==> config.mk <==
export PLATFORM = sky130hd
export DESIGN_NAME = intervalReduce_flat
export DESIGN_NICKNAME = d
export VERILOG_FILES = /design/src/hdl/fixedPkg.sv /design/src/hdl/rayPkg.sv /design/src/hdl/stageIf.sv /design/src/hdl/intervalReduce.sv /design/src/flat_wrapper.sv
export SDC_FILE = /design/constraint.sdc
export NUM_CORES = 1
export LEC_CHECK = 0
export ABC_CLOCK_PERIOD_IN_PS = 63800
export BUFFER_PORTS_ARGS = -buffer_cell sky130_fd_sc_hd__buf_2
export CAP_MARGIN = 10
export CORE_AREA = 2 2 666 668
export DETAILED_ROUTE_END_ITERATION = 10
export DIE_AREA = 0 0 668 670
export GPL_ROUTABILITY_DRIVEN = 0
export PLACE_DENSITY = 0.3
export SYNTH_ARGS = -nofsm -noshare
export SYNTH_HDL_FRONTEND = slang
export SYNTH_SLANG_ARGS = --single-unit
==> constraint.sdc <==
create_clock -name clk -period 63.8 [get_ports clk]
set_input_delay 12.76 -clock clk [delete_from_list [all_inputs] [get_ports clk]]
set_output_delay 12.76 -clock clk [all_outputs]
set_load 0.005 [all_outputs]
==> src/hdl/fixedPkg.sv <==
/* Fixed-point scalar, vector and unit-normal types for the ray-box pipeline.
   Import into any module that does fixed-point arithmetic or builds normals. */
package fixedPkg;

    // --------------------
    // Scalar
    // --------------------
    localparam int fixedWidth = 32;

    // Binary point set by the fracBits parameter of the user
    typedef logic signed [fixedWidth-1:0] fixedT;

    // Full-width product before realignment
    typedef logic signed [2*fixedWidth-1:0] fixedWideT;

    localparam fixedT fixedZero = '0;

    // --------------------
    // Vectors
    // --------------------
    // Axis 0..2, elements keep their sign
    typedef fixedT [2:0] fixed3T;

    // Unit component, only -1, 0 or +1
    typedef logic signed [1:0] normT;

    typedef normT [2:0] norm3T;

    localparam normT normZero = normT'(0);
    localparam normT normPos = normT'(1);
    localparam normT normNeg = normT'(-1);

endpackage

==> src/hdl/rayPkg.sv <==
/* Ray, box, primitive and hit-record types shared by the stages and the testbench.
   Builds on the fixed-point types. */
package rayPkg;
    import fixedPkg::*;

    // --------------------
    // Primitive attributes
    // --------------------
    localparam int primIndexWidth = 16;

    // Top bit set means no primitive
    typedef logic [primIndexWidth-1:0] primIndexT;

    localparam primIndexT nullPrimIndex = '1;

    typedef struct packed {
        logic [7:0] r;
        logic [7:0] g;
        logic [7:0] b;
    } rgb8T;

    typedef enum logic [1:0] {
        stDiffuse,
        stSpecular,
        stRefractive,
        stEmissive
    } surfaceTypeE;

    // --------------------
    // Query and result
    // --------------------
    typedef struct packed {
        fixed3T    orig;
        fixed3T    dir;
        fixed3T    invDir;
        fixedT     minT;
        fixedT     maxT;      // Negative for an unbounded ray
        primIndexT primIndex; // Primitive the ray starts from
    } rayT;

    typedef struct packed {
        fixed3T minCorner;
        fixed3T maxCorner;
    } aabbT;

    typedef struct packed {
        aabbT        box;
        rgb8T        colour;
        primIndexT   index;
        surfaceTypeE surfaceType;
    } primT;

    typedef struct packed {
        rayT  ray;
        primT prim;
    } queryT;

    typedef struct packed {
        logic        hit;
        fixedT       t;
        primIndexT   primIndex;
        rgb8T        colour;
        surfaceTypeE surfaceType;
        norm3T       normal;
    } hitDataT;

endpackage

==> src/hdl/stageIf.sv <==
/* Valid/ready link between pipeline stages. Carries the query and the slab
   results built up so far; each stage fills in its own fields. */
interface stageIf;
    import fixedPkg::*;
    import rayPkg::*;

    logic  valid;
    logic  ready;
    queryT query;

    // Plane distances per axis, from stage 1
    fixedT tNear[3];
    fixedT tFar[3];

    // Interval bounds, from stage 2
    fixedT entryT;
    fixedT exitT;

    modport src (
        output valid,
        output query,
        output tNear,
        output tFar,
        output entryT,
        output exitT,
        input  ready
    );

    modport dst (
        input  valid,
        input  query,
        input  tNear,
        input  tFar,
        input  entryT,
        input  exitT,
        output ready
    );

endinterface

==> src/hdl/intervalReduce.sv <==
/* Stage 2 of the ray-box unit. Folds the six plane distances into the entry
   and exit distance of the ray through the box. */
module intervalReduce (
    input logic clk,
    input logic rstN,
    stageIf.dst up,
    stageIf.src down
);
    import fixedPkg::*;

    logic  validQ;
    fixedT lo[3];
    fixedT hi[3];
    fixedT entryNext;
    fixedT exitNext;

    always_comb begin
        // Order each slab, the direction sign may swap near and far
        for (int a = 0; a < 3; a++) begin
            lo[a] = (up.tNear[a] < up.tFar[a]) ? up.tNear[a] : up.tFar[a];
            hi[a] = (up.tNear[a] < up.tFar[a]) ? up.tFar[a] : up.tNear[a];
        end

        // Latest entry over all slabs
        entryNext = (lo[0] > lo[1]) ? lo[0] : lo[1];
        entryNext = (lo[2] > entryNext) ? lo[2] : entryNext;

        // Earliest exit
        exitNext = (hi[0] < hi[1]) ? hi[0] : hi[1];
        exitNext = (hi[2] < exitNext) ? hi[2] : exitNext;
    end

    // --------------------
    // Output register
    // --------------------
    assign up.ready = !validQ || down.ready;

    always_ff @(posedge clk) begin
        if (!rstN) begin
            validQ <= 1'b0;
        end else if (up.ready) begin
            validQ <= up.valid;
        end
    end

    always_ff @(posedge clk) begin
        if (up.valid && up.ready) begin
            down.query <= up.query;
            down.tNear <= up.tNear;
            down.tFar <= up.tFar;
            down.entryT <= entryNext;
            down.exitT <= exitNext;
        end
    end

    assign down.valid = validQ;

endmodule

==> src/flat_wrapper.sv <==
// flat-port wrapper written by rule: the top's interface ports become plain ports
module intervalReduce_flat import fixedPkg::*;
  (clk, rstN, up_valid, up_query, up_tNear, up_tFar, up_entryT, up_exitT, up_ready, down_valid, down_query, down_tNear, down_tFar, down_entryT, down_exitT, down_ready);
  stageIf up_i ();
  stageIf down_i ();
  input logic clk;
  input logic rstN;
  input wire logic [$bits(up_i.valid)-1:0] up_valid;
  input wire logic [$bits(up_i.query)-1:0] up_query;
  input wire logic [$bits(up_i.tNear)-1:0] up_tNear;
  input wire logic [$bits(up_i.tFar)-1:0] up_tFar;
  input wire logic [$bits(up_i.entryT)-1:0] up_entryT;
  input wire logic [$bits(up_i.exitT)-1:0] up_exitT;
  output wire logic [$bits(up_i.ready)-1:0] up_ready;
  output wire logic [$bits(down_i.valid)-1:0] down_valid;
  output wire logic [$bits(down_i.query)-1:0] down_query;
  output wire logic [$bits(down_i.tNear)-1:0] down_tNear;
  output wire logic [$bits(down_i.tFar)-1:0] down_tFar;
  output wire logic [$bits(down_i.entryT)-1:0] down_entryT;
  output wire logic [$bits(down_i.exitT)-1:0] down_exitT;
  input wire logic [$bits(down_i.ready)-1:0] down_ready;
  assign up_i.valid = up_valid;
  assign up_i.query = up_query;
  assign up_i.tNear = {>>{up_tNear}};
  assign up_i.tFar = {>>{up_tFar}};
  assign up_i.entryT = up_entryT;
  assign up_i.exitT = up_exitT;
  assign up_ready = up_i.ready;
  assign down_valid = down_i.valid;
  assign down_query = down_i.query;
  assign down_tNear = {>>{down_i.tNear}};
  assign down_tFar = {>>{down_i.tFar}};
  assign down_entryT = down_i.entryT;
  assign down_exitT = down_i.exitT;
  assign down_i.ready = down_ready;
  intervalReduce u_core (.clk(clk), .rstN(rstN), .up(up_i), .down(down_i));
endmodule
**Yosys cells after proc, flatten, opt, wreduce, memory -nomap -nowiden**

Index checks and enable logic that the tools add are counted.

- Register bits after elaboration: 859
- Word-level logic and storage cells: 52

- Magnitude comparators: 7
- Mux-type cells: 10
- Reductions and logical operators: 3

Operators by type and width:

| operator | count |
|---|---|
| 32-bit 2-to-1 mux | 10 |
| 32-bit less-than comparator | 5 |
| 32-bit > comparator | 2 |
| 1-bit logical AND | 1 |
| 1-bit zero test | 1 |
| 1-bit logical OR | 1 |

**Depth between registers and ports, before layout**

- Word-level depth: 6
- Depth in mapped cells: 35
- Gate-level depth less buffers: 31

**Least setup slack after synthesis**

No wires, ideal clock.

- Path type: in2reg
- Start point: input port down_ready
- End point: register u_core.down.entryT[0], enable pin
- Library setup time: 1.342 ns
- Arrival: 32.247 ns
- Data required time: 62.458 ns
- Setup slack: 30.210 ns
- Stages on the path: 2
- Path through: nand2b_1 > and2_1

- Cells in the longest elaborated chain, start to end: 2

Ends and longest elaborated chain:

| element | RTL line | source |
|---|---|---|
| start: declaration | flat_wrapper.sv:21 | `input wire logic [$bits(down_i.ready)-1:0] down_ready;` |
| 1-bit logical OR | intervalReduce.sv:36 | `assign up.ready = !validQ \|\| down.ready;` |
| 1-bit logical AND | intervalReduce.sv:47 | `if (up.valid && up.ready) begin` |
| end signal: assignment | intervalReduce.sv:51 | `down.entryT <= entryNext;` |
| end: declaration | stageIf.sv:24 | `output entryT,` |

No other way between the ends.
A chain may end at the register's enable or synchronous reset.

**Worst setup path after layout**

- Start point: input port down_ready
- End point: output port up_ready

- Cells in the longest elaborated chain, start to end: 1

Ends and longest elaborated chain:

| element | RTL line | source |
|---|---|---|
| 1-bit logical OR | intervalReduce.sv:36 |  |
| end: declaration | flat_wrapper.sv:14 | `output wire logic [$bits(up_i.ready)-1:0] up_ready;` |

No other way between the ends.

==> out/qor.yml <==
hold_path:
  hold_class: "flop to flop"
floorplanning:
  fp.dieH_um: 670
  die_area_sq_um: 448000
  initial_core_util_pct: 7.97
  die_w_um: 668
  coreArea_sq_um: 440000
  io_pins: 1722
  row_count: 244
cells_and_area:
  layout_common_cells: "buf_2, edfxtp_1, ha_1"
  final_common_cell: "buf_2"
  area_growth_pct: 57.4
  utilization_pct: 12.5
  fin_area_sq_um: 55200
  drive_above_1_share_pct: 50.5
  fill_cells: 50039
  final_nets: 4910
  final-instance-count-excl-fill: 9974
yosys:
  synth_edf_count: 858
  synth_compound_area_share_pct: 4.84
  synth_area_sq_um: 35100
  syn_inst: 2045
  syn-num-nets: 3125
  syn_area_per_cell_sq_um: 17.2
  synthXorXnorAreaFrac_pct: 0.0250
  synth-simple-area-share_pct: 2.86
  yosys_warnings: 0
  synth_seq_area_share_pct: 73.5
  async_flop_share_pct: 0
  synth-seq-cells: 859
  ys.flop_type: "edfxtp_1"
  synth_fa_ha_area_share_pct: 7.78
  synth_top_family_by_area: "multiplexers"
  ys_types: 64
  synth_mux_area_share_pct: 8.39
cts:
  cts_tree: "done"
  cts.root.buffer_cell: "clkbuf_16"
  clk_pin_slew_ns: 0.06
  clk_latency_ns: 0.89
  cts_sinks: 859
  cts_resized: 0
  cts_made_buffers: 123
  h-tree-depth: 3
  cts_hold_buf: 0
  cts_setup_buffers: 0
  clk_path_buf_depth: 4
worst_setup_path:
  cp-start-kind: "input pin"
  cp_common_cell: "buf_2"
  crit_type: "input pin to primary output"
  cp_max_fo: 3
  critical-path-max-stage-delay_ns: 0.17
  critPathCaptureType: "primary output"
  crit_path_cell_trace: "buf_2 -> nand2b_1 -> buf_2"
  cp.arrival_ns: 13.19
  cp_slowest_cell: "nand2b_1"
  required_ns: 51.04
place:
  dp_cells: 9609
  place_ws_ns: 37.86
  place_area_sq_um: 50900
  place_hpwl_um: 257000
  port-buffer-count: 1657
sta:
  setup_viol: 0
  setup_ws_ns: 37.85
  worst_slew_pin_slew_ns: 1.11
  fin_crit_sh_pct: 40.7
  whs_ns: 0.577
  final_hold_viol_count: 0
  skew_ns: 0.0459
  max_clock_freq_ghz: 0.0385
  slew_violations: 0
  fin_setup_tns_ns: 0
  min_period_ns: 25.95
  max-slew-margin-rel_pct: 26.0
  rsz0062_at_grt: "false"
routing:
  drtIter0Drc: 2042
  via_per_inst: 2.76
  antenna_left: 0
  drc: 0
  avgRoutedWirePerCell_um: 29.4
  dr.pass1.iters: 5
  num_vias: 27484
  routed_wl_um: 293000
global_route:
  grt_usage_pct: 12.5
  antenna_found_initial: 354
  grt_pass1_wl_um: 352000
  overflow: 0
  grt_max_degree: 146
  grt_pass1_vias: 27349
power_and_ir_drop:
  p_leak_nw: 22.4
  power_mw: 1.77
  power_density_nw_per_um2: 32.1
  vdd_drop_max_uv: 22.4
outcome:
  status: "finished clean"
flow_run:
  max_cap_violations: 0
-- worst paths after layout --
kind | from | end | slack (ns) | depth (start not counted)
setup / recovery | down_ready | up_ready | 37.85 | 3
hold / removal | u_core.down.valid | u_core.down.valid | 0.58 | 2
setup reg to reg | u_core.down.valid | u_core.down.query[275] | 58.30 | 8
hold reg to reg | u_core.down.valid | u_core.down.valid | 0.58 | 2
-- cell type report --
type / count / area [sq um] / area share [%]
multi-input combinational: 954 / 8430 / 15.3
timing repair buffer: 1696 / 8610 / 15.6
inverter: 196 / 736 / 1.33
clock buffer: 141 / 3150 / 5.70
antenna: 139 / 348 / 0.630
clock inverter: 85 / 762 / 1.38
sequential: 859 / 25800 / 46.7
tap: 5904 / 7390 / 13.4
-- where the power goes --
group | switching (mW) | internal, mW
clock | 0.300 | 0.392
combinational | 0.248 | 0.138
sequential | 0.0128 | 0.679
total | 0.561 | 1.21
-- flip-flops by register name (all words and copies together) (netlist names) --
| signal | flops |
|---|---|
| u_core.down.tNear | 96 |
| u_core.down.entryT | 32 |
| u_core.down.query | 602 |
| u_core.down.tFar | 96 |
| u_core.down.valid | 1 |
| u_core.down.exitT | 32 |
-- metal layers --
layer / vias to the layer above / share of wire [%] / global-route usage [%] / routed length [um]
met1: 13328 / 33 / 12.1 / 96600
met4: 50 / 4.8 / 4.70 / 14000
met5: - / 0.11 / 0 / 330
met2: 1746 / 53 / 24.1 / 157000
li1: 11646 / - / - / -
met3: 714 / 8.8 / 4.39 / 25800
-- cells in the mapped netlist, drive strengths merged (2+ instances only) --
| cell type | n | area [sq um] |
|---|---|---|
| a31oi | 3 | 18.8 |
| o2111ai | 2 | 17.5 |
| o2111a | 2 | 22.5 |
| mux2i | 183 | 1840 |
| a21boi | 5 | 37.5 |
| nor2b | 5 | 31.3 |
| ha | 218 | 2730 |
| clkbuf | 16 | 60.1 |
| and2 | 4 | 26.3 |
| o21a | 11 | 82.6 |
| o211ai | 5 | 56.3 |
| nor4 | 2 | 12.5 |
| or3 | 3 | 23.8 |
| nand4 | 38 | 238 |
| buf | 20 | 119 |
| and3 | 3 | 18.8 |
| a311oi | 3 | 32.5 |
| nand3 | 14 | 70.1 |
| inv | 196 | 736 |
| o31ai | 7 | 52.6 |
| a211oi | 3 | 27.5 |
| nand2b | 9 | 56.3 |
| mux2 | 90 | 1110 |
| nor2 | 28 | 105 |
| o21ai | 66 | 345 |
| a2111o | 2 | 22.5 |
| a31o | 2 | 17.5 |
| edfxtp | 858 | 25800 |
| a211o | 3 | 26.3 |
| and4 | 4 | 35.0 |
| a221oi | 4 | 35.0 |
| o2bb2ai | 2 | 17.5 |
| a21o | 56 | 420 |
| a221o | 3 | 30.0 |
| o22a | 2 | 17.5 |
| nand2 | 79 | 297 |
| a21oi | 62 | 310 |
| nor3 | 18 | 90.1 |
| o21bai | 2 | 15.0 |
-- cells by family after synthesis --
logic type,count (synthesis)
DFF,859
and+or+nand+nor,207
muxes,273
AOI/OAI and AO/OA,255
buffers and inverters,232
xor gates and xnor gates,1
adders and majority gates,218
-- worst max-delay path, delay by kind of cell --
| kind | cells | cell delay (ns) |
|---|---|---|
| simple gates | 1 | 0.17 |
| buf+inv | 2 | 0.26 |
No activity file was read; power rests on OpenSTA's default activity.
