===== config.mk =====
export PLATFORM = sky130hd
export DESIGN_NAME = hitResolve_flat
export DESIGN_NICKNAME = d
export VERILOG_FILES = /design/src/hdl/fixedPkg.sv /design/src/hdl/rayPkg.sv /design/src/hdl/stageIf.sv /design/src/hdl/hitResolve.sv /design/src/flat_wrapper.sv
export SDC_FILE = /design/constraint.sdc
export NUM_CORES = 1
export LEC_CHECK = 0
export ABC_AREA = 1
export BUFFER_PORTS_ARGS = -buffer_cell sky130_fd_sc_hd__buf_2
export CAP_MARGIN = 5
export CELL_PAD_IN_SITES_DETAIL_PLACEMENT = 1
export CELL_PAD_IN_SITES_GLOBAL_PLACEMENT = 1
export CORE_AREA = 3 3 364 366
export CTS_CLUSTER_SIZE = 40
export DETAILED_ROUTE_END_ITERATION = 7
export DIE_AREA = 0 0 367 369
export PLACE_DENSITY = 0.32
export SETUP_SLACK_MARGIN = 0.3
export SLEW_MARGIN = 20
export SYNTH_ARGS = -nofsm -noshare
export SYNTH_HDL_FRONTEND = slang
export SYNTH_SLANG_ARGS = --single-unit
export TNS_END_PERCENT = 10

===== constraint.sdc =====
create_clock -name clk -period 13.8 [get_ports clk]
set_input_delay 1.38 -clock clk [delete_from_list [all_inputs] [get_ports clk]]
set_output_delay 1.38 -clock clk [all_outputs]
set_load 0.01 [all_outputs]

===== src/hdl/fixedPkg.sv =====
/* Fixed-point scalar, vector and unit-normal types for the ray-box pipeline.
   Import into any module that does fixed-point arithmetic or builds normals. */
package fixedPkg;

    // --------------------
    // Scalar
    // --------------------
    localparam int fixedWidth = 32;

    // Binary point set by the fracBits parameter of the user
    typedef logic signed [fixedWidth-1:0] fixedT;

    // Full-width product before realignment
    typedef logic signed [2*fixedWidth-1:0] fixedWideT;

    localparam fixedT fixedZero = '0;

    // --------------------
    // Vectors
    // --------------------
    // Axis 0..2, elements keep their sign
    typedef fixedT [2:0] fixed3T;

    // Unit component, only -1, 0 or +1
    typedef logic signed [1:0] normT;

    typedef normT [2:0] norm3T;

    localparam normT normZero = normT'(0);
    localparam normT normPos = normT'(1);
    localparam normT normNeg = normT'(-1);

endpackage


===== src/hdl/rayPkg.sv =====
/* Ray, box, primitive and hit-record types shared by the stages and the testbench.
   Builds on the fixed-point types. */
package rayPkg;
    import fixedPkg::*;

    // --------------------
    // Primitive attributes
    // --------------------
    localparam int primIndexWidth = 16;

    // Top bit set means no primitive
    typedef logic [primIndexWidth-1:0] primIndexT;

    localparam primIndexT nullPrimIndex = '1;

    typedef struct packed {
        logic [7:0] r;
        logic [7:0] g;
        logic [7:0] b;
    } rgb8T;

    typedef enum logic [1:0] {
        stDiffuse,
        stSpecular,
        stRefractive,
        stEmissive
    } surfaceTypeE;

    // --------------------
    // Query and result
    // --------------------
    typedef struct packed {
        fixed3T    orig;
        fixed3T    dir;
        fixed3T    invDir;
        fixedT     minT;
        fixedT     maxT;      // Negative for an unbounded ray
        primIndexT primIndex; // Primitive the ray starts from
    } rayT;

    typedef struct packed {
        fixed3T minCorner;
        fixed3T maxCorner;
    } aabbT;

    typedef struct packed {
        aabbT        box;
        rgb8T        colour;
        primIndexT   index;
        surfaceTypeE surfaceType;
    } primT;

    typedef struct packed {
        rayT  ray;
        primT prim;
    } queryT;

    typedef struct packed {
        logic        hit;
        fixedT       t;
        primIndexT   primIndex;
        rgb8T        colour;
        surfaceTypeE surfaceType;
        norm3T       normal;
    } hitDataT;

endpackage


===== src/hdl/stageIf.sv =====
/* Valid/ready link between pipeline stages. Carries the query and the slab
   results built up so far; each stage fills in its own fields. */
interface stageIf;
    import fixedPkg::*;
    import rayPkg::*;

    logic  valid;
    logic  ready;
    queryT query;

    // Plane distances per axis, from stage 1
    fixedT tNear[3];
    fixedT tFar[3];

    // Interval bounds, from stage 2
    fixedT entryT;
    fixedT exitT;

    modport src (
        output valid,
        output query,
        output tNear,
        output tFar,
        output entryT,
        output exitT,
        input  ready
    );

    modport dst (
        input  valid,
        input  query,
        input  tNear,
        input  tFar,
        input  entryT,
        input  exitT,
        output ready
    );

endinterface


===== src/hdl/hitResolve.sv =====
/* Stage 3 of the ray-box unit. Decides hit or miss, picks the hit distance
   and face normal, and registers the finished hit record. */
module hitResolve (
    input  logic            clk,
    input  logic            rstN,
    stageIf.dst             up,
    output logic            outValid,
    input  logic            outReady,
    output rayPkg::hitDataT hitData
);
    import fixedPkg::*;
    import rayPkg::*;

    logic    validQ;
    hitDataT hitQ;
    hitDataT hitNext;
    fixedT   hitT;
    logic    entryAhead;
    logic    unbounded;
    logic    inRange;
    logic    geomHit;
    logic    primOk;
    logic    isHit;

    // --------------------
    // Hit decision
    // --------------------
    always_comb begin
        // Origin inside the box means the entry lies behind, use the exit
        entryAhead = up.entryT > fixedZero;
        hitT = entryAhead ? up.entryT : up.exitT;

        unbounded = up.query.ray.maxT < fixedZero;
        inRange = (hitT >= up.query.ray.minT) && (hitT <= up.query.ray.maxT);
        geomHit = (up.entryT < up.exitT) && (up.exitT > fixedZero) && (unbounded || inRange);

        // Skip empty slots and the surface the ray leaves from
        primOk = !up.query.prim.index[primIndexWidth-1] &&
                 (up.query.prim.index != up.query.ray.primIndex);
        isHit = geomHit && primOk;

        hitNext.hit = isHit;
        hitNext.t = hitT;
        hitNext.primIndex = isHit ? up.query.prim.index : nullPrimIndex;
        hitNext.colour = isHit ? up.query.prim.colour : '0;
        hitNext.surfaceType = isHit ? up.query.prim.surfaceType : stDiffuse;

        // Face normal, only the plane that gave the hit distance
        for (int a = 0; a < 3; a++) begin
            if (isHit && hitT == up.tNear[a] && up.query.ray.dir[a] > fixedZero) begin
                hitNext.normal[a] = normNeg;
            end else if (isHit && hitT == up.tFar[a] && up.query.ray.dir[a] < fixedZero) begin
                hitNext.normal[a] = normPos;
            end else begin
                hitNext.normal[a] = normZero;
            end
        end
    end

    // --------------------
    // Output register
    // --------------------
    assign up.ready = !validQ || outReady;

    always_ff @(posedge clk) begin
        if (!rstN) begin
            validQ <= 1'b0;
        end else if (up.ready) begin
            validQ <= up.valid;
        end
    end

    always_ff @(posedge clk) begin
        if (up.valid && up.ready) begin
            hitQ <= hitNext;
        end
    end

    assign outValid = validQ;
    assign hitData = hitQ;

endmodule


===== src/flat_wrapper.sv =====
// flat-port wrapper written by rule: the top's interface ports become plain ports
module hitResolve_flat import fixedPkg::*; import rayPkg::*;
  (clk, rstN, outValid, outReady, hitData, up_valid, up_query, up_tNear, up_tFar, up_entryT, up_exitT, up_ready);
  stageIf up_i ();
  input  logic clk;
  input  logic rstN;
  output logic outValid;
  input  logic outReady;
  output rayPkg::hitDataT hitData;
  input wire logic [$bits(up_i.valid)-1:0] up_valid;
  input wire logic [$bits(up_i.query)-1:0] up_query;
  input wire logic [$bits(up_i.tNear)-1:0] up_tNear;
  input wire logic [$bits(up_i.tFar)-1:0] up_tFar;
  input wire logic [$bits(up_i.entryT)-1:0] up_entryT;
  input wire logic [$bits(up_i.exitT)-1:0] up_exitT;
  output wire logic [$bits(up_i.ready)-1:0] up_ready;
  assign up_i.valid = up_valid;
  assign up_i.query = up_query;
  assign up_i.tNear = {>>{up_tNear}};
  assign up_i.tFar = {>>{up_tFar}};
  assign up_i.entryT = up_entryT;
  assign up_i.exitT = up_exitT;
  assign up_ready = up_i.ready;
  hitResolve u_core (.clk(clk), .rstN(rstN), .up(up_i), .outValid(outValid), .outReady(outReady), .hitData(hitData));
endmodule

Yosys cells after proc, flatten, opt, wreduce, memory -nomap -nowiden
Index checks and enable logic that the tools add are counted.
{"block": "totals", "reg_bits": 82, "inputBits": 862, "output_inout_bits": 83, "word_cells": 56}
{"block": "op_classes", "order_cmp": 12, "n_eq_ne": 7, "muxes": 4, "n_reduce_logical": 22}
{"op": "32-bit equality test", "n": 6}
{"op": "32-bit by 1-bit > comparator with 1-bit output, second input constant", "n": 5}
{"op": "32-bit by 1-bit less-than comparator with 1-bit output, second input constant", "n": 4}
{"op": "32-bit greater-or-equal comparator", "n": 1}
{"op": "32-bit less-or-equal comparator", "n": 1}
{"op": "32-bit less-than comparator", "n": 1}
{"op": "32-bit two-way mux", "n": 1}
{"op": "1-bit logical AND", "n": 18}
{"op": "16-bit != test", "n": 1}
{"op": "1-bit two-way mux", "n": 3}
{"op": "1-bit logical NOT", "n": 2}
{"op": "1-bit logical OR", "n": 2}

Depth between registers and ports, before layout
Gate-level depths: netlist of run 1.
{"block": "depth", "depth_word": 10, "ltp_mapped": 25, "depth_no_buf": 24}

Worst setup path after synthesis of run 1
OpenSTA, ideal clock, no wires.
{"block": "synth_timing", "path_kind": "input -> register", "start": "input up_valid", "end": "register u_core.hitQ (netlist bit u_core.hitData[0]), enable pin", "setup_time_ns": 0.547, "t_arrival_ns": 5.337, "required_time_ns": 13.253, "path_slack_ns": 7.916, "cell_stages": 2, "n_path_buf": 0, "path_cell_list": "inv_1 > a21oi_1"}
{"block": "synth_between", "elab_chain_len": 1}
{"item": "start: declaration", "line": "flat_wrapper.sv:10", "rtl": "input wire logic [$bits(up_i.valid)-1:0] up_valid;"}
{"item": "1-bit logical AND", "line": "hitResolve.sv:74", "rtl": "if (up.valid && up.ready) begin"}
{"item": "end signal: assignment", "line": "hitResolve.sv:75", "rtl": "hitQ <= hitNext;"}
{"item": "end: declaration", "line": "hitResolve.sv:15", "rtl": "hitDataT hitQ;"}
No other way between the ends.
A chain may end at the register's enable or synchronous reset.

==> results of run 1 <==
cell usage after synthesis, drive strengths merged, types with 2 or more instances:
master,n
nor4,7
clkbuf,6
nand3b,46
xor2,5
nand4,31
ha,95
o21ai,24
xnor2,4
a21oi,56
or2,12
buf,15
o211ai,3
a211oi,2
nor3,6
nor2,191
o21a,2
a21boi,2
nand2,619
a31oi,2
edfxtp,81
inv,346
nand3,224
placed cells by master (no fill, tap or decap), types with 2 or more instances in the layout:
cell type    n
nand4_1     31
inv_1      344
clkbuf_16    9
edfxtp_1    81
o21ai_0     22
buf_4       27
inv_6        4
o211ai_1     3
a31oi_1      2
diode_2     34
nor2_1     191
ha_1        95
or2_2       12
o21a_1       2
nand3_1    224
a21oi_1     55
a21boi_0     2
nor3_1       6
nand3b_1    46
nand2_2      6
xnor2_1      4
buf_2      560
inv_2        2
xor2_1       5
a211oi_1     2
nor4_1       7
nand2_1    613
layout make-up:
| class | instances | area, um2 | share of cell area |
|---|---|---|---|
| multi-input combinational | 1335 | 6666 | 0.4171 |
| tap | 1742 | 2180 | 0.1364 |
| clock buffer | 9 | 225.2 | 0.01409 |
| sequential | 82 | 2452 | 0.1534 |
| clock inverter | 7 | 67.56 | 0.004227 |
| inverter | 347 | 1303 | 0.08149 |
| timing repair buffer | 587 | 3005 | 0.1880 |
| antenna | 34 | 85.08 | 0.005323 |
metal layers:
metal  part of all wire  routed length, um  up-vias  global-route usage
met5             0.0050                478        -                   0
met4              0.011               1066       72             0.01471
met3              0.085               8112      135             0.04699
met2               0.45              42870      557              0.2278
met1               0.45              42850     6364              0.1763
li1                   -                  -     6861                   -
power by group through the flow:
stage                     clock network (uW)  registers [uW]  logic, uW
final                                    260             295        428
after global routing                     286             297        491
after detailed placement                   0             301        451
after floorplan                            0             311        186
after CTS                                280             295        452
after global placement                     0             301        447
metrics by stage:
step                      worst slack [ns]  total power (uW)  cell area, um2  cells
after detailed placement             6.438             751.3           15610   4093
after global placement               6.442             747.9           15610   4093
after global routing                 6.592              1073           15910   4113
after floorplan                      7.916             496.6           10500   1785
after CTS                            6.869              1028           15900   4109
final                                7.181             982.9           15980   4143
worst min-delay path by stage:
stage / start / to / depth (start not counted)
global placement: u_core.outValid / u_core.outValid / 2
floorplan: u_core.outValid / u_core.outValid / 2
finish: u_core.outValid / u_core.outValid / 2
CTS: u_core.outValid / u_core.outValid / 2
global route: u_core.outValid / u_core.outValid / 2
detailed placement: u_core.outValid / u_core.outValid / 2
registers in the layout (all words and copies together), names as in the netlist:
| register | flops |
|---|---|
| u_core.outValid | 1 |
| u_core.hitData | 81 |
critical path, delay by kind of cell:
family / cells / cell delay (ns)
and+or+nand+nor: 19 / 3.58
adders and majority gates: 1 / 0.36
buffers and inverters: 5 / 1.36
cells by family (layout without fill, tap and decap cells):
family | count (synthesis) | count (layout) | share of synthesized area
AO/OA/AOI/OAI | 93 | 93 | 0.04837
XOR/XNOR | 9 | 9 | 0.007505
adder cells (fa/ha/maj) | 95 | 95 | 0.1132
buffers and inverters | 368 | 950 | 0.1331
flip-flops | 82 | 82 | 0.2335
other | 0 | 34 | 0
AND/OR/NAND/NOR | 1138 | 1138 | 0.4644
==> metrics.md, run 1 <==
| Metric | Value |
|---|---|
| Routed Antenna Nets | 0 |
| Mapped cell area | 10500 um2 |
| Sw Ratio | 0.4249 |
| Vias post-DR | 13990 |
| Top_reg_cell synth | edfxtp_1 |
| Outcome | finished clean |
| CTS max path bufs | 2 |
| Reg power frac | 0.300 |
| Reg2reg path depth | 3 |
| Reg-to-Reg Start | u_core.outValid |
| Root buf cell | clkbuf_16 |
| Avg WL per Cell | 23.02 um |
| Power Density | roughly 61 nW/um2 |
| Hold Vio Cnt, Final | 0 |
| CP startpoint | up_entryT[20] |
| Reg clk slew, reported paths | ~0.080 ns |
| Setup CP Type | input pin to flop |
| Syn Area/Cell | 5.884 um2 |
| R2R Setup Slk | roughly 12 ns |
| TritonCTS clock tree | built |
| Final Setup Violations | 0 |
| Die footprint | around 140000 um2 |
| Sequential cell area fraction in the yosys report | 0.2335 |
| Nets | 3319 |
| CP dominant cell by count | nand2_1 |
| Initial antenna violation count | 120 |
| Filler instances | about 16000 |
| Leak | about 0.0085 uW |
| Clk_lat worst skew | approximately 0.4 ns |
| Synthesis Warnings | 0 |
| Final HPWL DP | between 80000 and 90000 um |
| Worst Hold Class | flop to flop |
| Max_cap viols | 0 |
| Vias per cell | approximately 3.4 |
| Final min period | between 6 and 7 ns |
| F_max | approximately 0.15 GHz |
| VDD IR max | 0.05448 mV |
| Layout cells sized above 1 | 0.2640 |
| Clock Power Share | 0.264 |
| Worst-margin pin slew | 0.8905 ns |
| Resize count post-CTS | 0 |
| Net Sw Power | roughly 420 uW |
| FFs w/ async S/R, synth | 0 |
| Synth Net Count | roughly 2700 |
| Routability Congestion | between 0.7 and 0.8 |
| First-pass GRT wire length | about 120000 um |
| Fraction of power consumed by combinational cells | 0.436 |
| FF-to-FF End | u_core.hitData[34] |
| WL final | 95380 um |
| H-tree levels | 3 |
| Pin count of the biggest net entering global routing | 60 |
| Die Span Y | about 370 um |
| Number of synthesized flops with an enable pin | 81 |
| Final-report max-slew violation count | 0 |
| Port Buffers | 560 |
| Total core area | 129500 um2 |
| Internal | between 500 and 600 uW |
| Top post-synthesis cells by area | edfxtp_1, nand2_1, inv_1, ha_1, nand3_1 |
| Post-synth cell types | 34 |
| Setup TNS | 0 ns |
| Slowest library cell on the worst path | nand2_1 |
| Critical path launch point type | input pin |
| Top cell type's share of synthesized area | 0.2316 |
| GR Overflow Total | 0 |
| FF+latch count, synth | roughly 80 |
| Final core utilization | 0.1234 |
| Final hold slack | roughly 0.56 ns |
| CP max stage delay | about 0.56 ns |
| Worst slew margin | 0.4063 |
| Largest area contributor in the netlist | edfxtp_1 |
| Die Width | around 370 um |
| GRT Util Overall | 0.1371 |
| Critical Path Sink | u_core.hitData[35] |
| P&R area growth vs syn | 52.19% |
| Hold_buf cts | 0 |
| Initial DRC count | ~650 |
| Clock buffers created by TritonCTS | 9 |
| Final Cycle Share | 0.4796 |
| WP data required | between 10 and 15 ns |
| Crit end category | flop |
| Ports | around 950 |
| Worst EP arrival | a little under 7 ns |
| Via count of the first global-routing pass | around 14000 |
| Drt first pass iters | 4 |
| Clock tree sinks | 82 |
| Syn Inst Count | ~1800 |
| Row Count | around 130 |
| Number of setup buffers added after CTS | 0 |
| Worst Skew | between 0.02 and 0.025 ns |
| CP max FO | a little over 40 |
| Starting Density | 0.08111 |
| RSZ-0062 raised after global routing | no |
| Drt drc | 0 |
Power figures use the tool's default switching activity.
==> inputs of run 2 (changes only) <==
Settings changed: ABC_AREA 1 to 0, CORE_AREA 3 3 364 366 to 3 3 363 365, DIE_AREA 0 0 367 369 to 0 0 366 368, PLACE_DENSITY 0.32 to 0.3.
Clock period 13.8 ns to 6.2 ns, I/O delays scaled along.
==> metrics.md, run 2 <==
| Metric | Value |
|---|---|
| Total core area | 129200 um2 |
| Critical path launch point type | input pin |
| Most common cell in the netlist | inv_1 |
| Final min period | 5.612 ns |
| First-pass GRT wire length | about 130000 um |
| Syn Inst Count | around 1200 |
| Mapped cell area | 10470 um2 |
| R2R Setup Slk | 4.11 ns |
| Worst slew margin | 0.2770 |
| Syn Area/Cell | about 8.5 um2 |
| Max reg flops | between 80 and 90 |
| Setup CP Type | input pin to flop |
| Initial antenna violation count | 58 |
| Final core utilization | 0.1279 |
| Number of synthesized flops with an enable pin | between 80 and 90 |
| Port Buffers | 560 |
| Global-route track usage on met2 | 0.2289 |
| Hold Vio Cnt, Final | 0 |
| Crit end category | flop |
| Routed Antenna Nets | 0 |
| CP max FO | 16 |
| Final-report max-slew violation count | 0 |
| Top post-synthesis cells by area | edfxtp_1, ha_1, xnor2_1, xor2_1, inv_1 |
| VDD IR max | about 0.12 mV |
| Clk_lat worst skew | roughly 0.38 ns |
| Resize count post-CTS | 0 |
| Root buf cell | clkbuf_16 |
| Clock buffers created by TritonCTS | 9 |
| Final Cycle Share | 0.9051 |
| P&R area growth vs syn | 57.79% |
| Worst Skew | about 0.017 ns |
| TritonCTS clock tree | built |
| FF+latch count, synth | just over 80 |
| Pin count of the biggest net entering global routing | 53 |
| Clock tree sinks | approximately 80 |
| Synth cell count leaders | inv_1, xnor2_1, ha_1 |
| Initial DRC count | roughly 860 |
| WP data required | between 6 and 7 ns |
| WL final | 104200 um |
| Vias post-DR | 13300 |
| Crit path cell chain | buf_2 -> nor4_1 -> and4_1 -> a21oi_4 -> buf_4 -> o21ai_1 -> buf_4 -> buf_4 -> ha_1 -> a21o_1 -> a21o_1 -> a21oi_1 -> o21ai_0 -> buf_4 -> o31ai_1 -> a21oi_1 -> or2_2 -> or3_1 |
| FF-to-FF End | u_core.hitData[11] |
| Post-route design area | roughly 17000 um2 |
| F_max | between 0.15 and 0.2 GHz |
| Avg WL per Cell | between 20 and 30 um |
| Drt drc | 0 |
| Reg-to-Reg Start | u_core.outValid |
| Drt first pass iters | 8 |
| CP startpoint | up_entryT[16] |
| H-tree levels | 3 |
| Die Span Y | between 300 and 400 um |
| Post-synth cell types | 70 |
| Synth Net Count | approximately 2200 |
| RSZ-0062 raised after global routing | no |
| Sequential cell area fraction in the yosys report | 0.2342 |
| Hold_buf cts | 0 |
| GRT Util Overall | 0.1486 |
| Die footprint | around 130000 um2 |
| Final HPWL DP | about 91000 um |
| Max_cap viols | 0 |
| Slowest library cell on the worst path | nor4_1 |
| Top cell type's share of synthesized area | 0.2323 |
| Vias per cell | 3.665 |
| Final Setup Violations | 0 |
| CP max stage delay | about 0.69 ns |
| Via count of the first global-routing pass | roughly 14000 |
| Area after DPL | 16110 um2 |
| Worst Hold Class | input pin to flop |
| FFs w/ async S/R, synth | 0 |
| Critical Path Sink | u_core.hitData[34] |
| Number of setup buffers added after CTS | 0 |
| Row Count | about 130 |
| CTS max path bufs | 2 |
| Most common cell after layout, fill and taps aside | buf_2 |
| Largest area contributor in the netlist | edfxtp_1 |
| Layout cells sized above 1 | 0.3885 |
| Worst EP arrival | 5.71 ns |
| Power Density | 150.7 nW/um2 |
| Nets | between 2000 and 3000 |
| Hold Startpoint | rstN |
| Met3 Use GR | 0.05416 |
| Synthesis Warnings | 0 |
| CP dominant cell by count | buf_4 |
| Ports | 945 |
| Outcome | finished clean |
| Die Width | roughly 370 um |
| Reg2reg path depth | 3 |
| Top_reg_cell synth | edfxtp_1 |
| Gr busiest metal | met2 |
| Routability Congestion | between 0.8 and 0.9 |
| Worst-margin pin slew | 1.079 ns |
| Reg clk slew, reported paths | roughly 0.07 ns |
| Met1 GRT Util | 0.1956 |
| Most frequent cells in the layout | buf_2, inv_1, buf_4 |
| Leak | 0.007348 uW |
| Starting Density | 0.08107 |
| GR Overflow Total | 0 |
-- run 2: changes by cell type after synthesis, moves of 36 or more --
| cell | previous run | this run |
|---|---|---|
| a21o_1 | 0 | 36 |
| inv_1 | 344 | 175 |
| nand2_1 | 614 | 33 |
| nand3_1 | 224 | 12 |
| nand3b_1 | 46 | 1 |
| nor2_1 | 191 | 32 |
| nor4_1 | 7 | 73 |
| o22ai_1 | 0 | 49 |
| xnor2_1 | 4 | 107 |
| xor2_1 | 5 | 85 |
-- run 2: cells by family (layout without fill, tap and decap cells) --
kind of cell,Yosys count,after routing,synth area share
xor+xnor,192,192,0.1606
compound gates,274,274,0.1899
flops,82,82,0.2342
simple gates,339,339,0.1901
mux,16,16,0.01697
buf+inv,238,876,0.09465
fa+ha+maj,95,95,0.1135
other cells,0,14,0
-- run 2: power breakdown --
part | total, uW | leakage [uW] | switching, uW | internal (uW)
combinational | 1120 | 0.00639 | 695 | 423
sequential | 655 | 0.000772 | 7.97 | 647
clock | 717 | 0.000182 | 277 | 440
total | 2490 | 0.00735 | 980 | 1510
-- run 2: how the worst min path moves through the flow --
stage                            endpoint  slack [ns]  depth (start not counted)
after floorplan           u_core.outValid        0.61                          2
after global placement    u_core.outValid        0.52                          2
after detailed placement  u_core.outValid        0.55                          2
after CTS                 u_core.outValid        0.48                          2
after global routing      u_core.outValid        0.50                          2
final                     u_core.outValid        0.51                          2
-- run 2: worst max-delay path: cells and delay by family --
family          cells  cell delay (ns)
fa+ha+maj           1             0.26
simple gates        4             2.24
compound gates      8             1.63
buf+inv             5             0.94
-- run 2: layout make-up --
type / count / area, um2
diodes: 14 / 35.03
clock buffers: 9 / 225.2
clock inverters: 7 / 148.9
fillers: 15540 / 112600
inverters: 178 / 668.1
multi-input cells: 916 / 7043
flip-flops and latches: 82 / 2452
well taps: 1742 / 2180
repair buffers: 682 / 3769
-- run 2: routing by layer --
| metal | vias to the layer above | share of wire |
|---|---|---|
| li1 | 5859 | - |
| met1 | 6473 | 0.45 |
| met2 | 769 | 0.43 |
| met3 | 157 | 0.091 |
| met4 | 46 | 0.027 |
| met5 | - | 0.0025 |
-- run 2: per-stage QoR --
step	setup slack [ns]	TNS (ns)	hold WS [ns]	power (uW)	instances
6_report	0.5882	0	0.5136	2490	3630
5_1_grt	0.3698	0	0.4993	2638	3617
4_1_cts	0.3741	0	0.4787	2552	3616
3_5_place_dp	-0.02716	-0.05128	0.5536	1799	3600
3_3_place_gp	-0.5868	-18.58	0.5180	1792	3599
2_1_floorplan	1.754	0	0.6096	1120	1236
==> inputs of run 3 (changes only) <==
Settings changed: BUFFER_PORTS_ARGS -buffer_cell sky130_fd_sc_hd__buf_2 to -buffer_cell sky130_fd_sc_hd__clkbuf_2, PLACE_DENSITY 0.3 to unset, PLACE_DENSITY_LB_ADDON set to 0.08.
Clock period 6.2 ns to 6.1 ns, I/O delays scaled along.
==> metrics.md, run 3 (synthesized netlist as in run 2, its figures left out) <==
| Metric | Value |
|---|---|
| Setup Slack @ Placement | -0.4303 ns |
| Most common cell after layout, fill and taps aside | clkbuf_2 |
| Worst Skew | 0.01648 ns |
| Layout cells sized above 1 | 0.3902 |
| P&R area growth vs syn | 58.02% |
| Leak | about 0.0075 uW |
| Avg WL per Cell | 30.05 um |
| Worst EP arrival | 5.67 ns |
| Die Span Y | about 370 um |
| Drt drc | 0 |
| Worst slew margin | 0.3237 |
| Power Density | between 100 and 150 nW/um2 |
| Hold Vio Cnt, Final | 0 |
| Initial DRC count | roughly 750 |
| Via count of the first global-routing pass | approximately 14000 |
| Vias post-DR | roughly 13000 |
| Worst-margin pin slew | 1.010 ns |
| Pin count of the biggest net entering global routing | ~50 |
| Critical path launch point type | input pin |
| WL final | 109200 um |
| Final core utilization | 0.1281 |
| Pwr Total | 2476 uW |
| H-tree levels | 3 |
| Max reg flops | 81 |
| Drt first pass iters | 5 |
| TritonCTS clock tree | built |
| Hold depth | 2 |
| Initial antenna violation count | 32 |
| Reg clk slew, reported paths | 0.08 ns |
| Final-report max-slew violation count | 0 |
| Routability Congestion | roughly 0.85 |
| RSZ-0062 raised after global routing | no |
| Starting Density | 0.08107 |
| Final HPWL DP | ~95000 um |
| CP max FO | 17 |
| Row Count | between 100 and 150 |
| Final Setup Violations | 0 |
| GR Overflow Total | 0 |
| Clock buffers created by TritonCTS | 9 |
| WP data required | approximately 6.3 ns |
| Clk_lat worst skew | between 0.3 and 0.4 ns |
| Total core area | 129200 um2 |
| Root buf cell | clkbuf_16 |
| Die Width | roughly 370 um |
| Setup CP Type | input pin to flop |
| F_max | 0.1819 GHz |
| Clock tree sinks | 82 |
| Max_cap viols | 0 |
| Crit end category | flop |
| Nets | between 2000 and 3000 |
| Routed Antenna Nets | 0 |
| Vias per cell | 3.568 |
| Final Worst Setup Slack | about 0.60 ns |
| Final min period | between 5 and 6 ns |
| VDD IR max | between 0.1 and 0.15 mV |
| Worst Hold Class | input pin to flop |
| Final Cycle Share | 0.9013 |
| Setup TNS | 0 ns |
| Most frequent cells in the layout | clkbuf_2, inv_1, buf_4 |
| CTS max path bufs | 2 |
| First-pass GRT wire length | between 100000 and 150000 um |
| Outcome | finished clean |
| GRT Util Overall | 0.1567 |
| Die footprint | 134700 um2 |
| Port Buffers | 560 |
| Ports | 945 |
| Reg2reg path depth | 3 |
-- run 3: cell count changes in the layout (fill, tap and decap cells not counted), sizes merged --
cell / before / now
buf: 682 / 129
bufinv: 4 / 2
clkbuf: 9 / 572
clkinv: 4 / 3
clkinvlp: 0 / 1
diode: 14 / 12
inv: 177 / 176
-- run 3: layer usage --
| metal | GRT usage | up-vias | share of wire |
|---|---|---|---|
| met5 | 0 | - | 0.0017 |
| li1 | - | 5880 | - |
| met4 | 0.01896 | 30 | 0.0099 |
| met1 | 0.2034 | 6487 | 0.45 |
| met3 | 0.04182 | 67 | 0.064 |
| met2 | 0.2660 | 505 | 0.47 |
-- run 3: power by group --
group / switching (uW) / internal (uW)
Combinational: 733 / 434
Sequential: 8.43 / 657
Clock: 282 / 362
-- run 3: critical path, cell delays in order --
cell,delay [ns]
clkbuf_2,0.16
nor4_2,0.56
and4_1,0.55
a21oi_4,0.18
buf_4,0.25
o21ai_2,0.44
buf_4,0.26
ha_1,0.25
a21o_1,0.16
a21o_1,0.17
a21oi_1,0.13
o21ai_0,0.18
o31ai_1,0.51
a21oi_1,0.17
or2_2,0.50
buf_4,0.24
a211oi_1,0.31
-- run 3: path summary, 6_finish.rpt --
check / startpoint / end / slack [ns]
worst max-delay path: up_entryT[22] / u_core.hitData[0] / 0.60
worst min-delay path: rstN / u_core.outValid / 0.48
worst max register to register: u_core.outValid / u_core.hitData[66] / 3.99
worst min register to register: u_core.outValid / u_core.outValid / 0.55
-- run 3: area by class of cell --
class / instances / area, um2
Tap cell: 1742 / 2180
Multi-Input combinational cell: 916 / 7056
Sequential cell: 82 / 2452
Antenna cell: 12 / 30.03
Fill cell: 15510 / 112600
Clock buffer: 12 / 236.5
Clock inverter: 4 / 76.32
Inverter: 178 / 668.1
Timing Repair Buffer: 689 / 3846
-- run 3: repair_timing --
item | CTS | global route
hold endpoints to repair | 0 | 0
resized for setup | 3 | 0
hold buffers | 0 | 0
endpoints found under the setup margin | 23 | 0
buffers inserted | 0 | 0
-- run 3: stage by stage --
| stage | hold WS [ns] | std cells | instance area [um2] |
|---|---|---|---|
| floorplan | 0.6096 | 1236 | 10470 |
| global placement | 0.5295 | 3607 | 16190 |
| detailed placement | 0.5486 | 3607 | 16190 |
| CTS | 0.4421 | 3623 | 16510 |
| global route | 0.4550 | 3623 | 16510 |
| finish | 0.4826 | 3635 | 16540 |
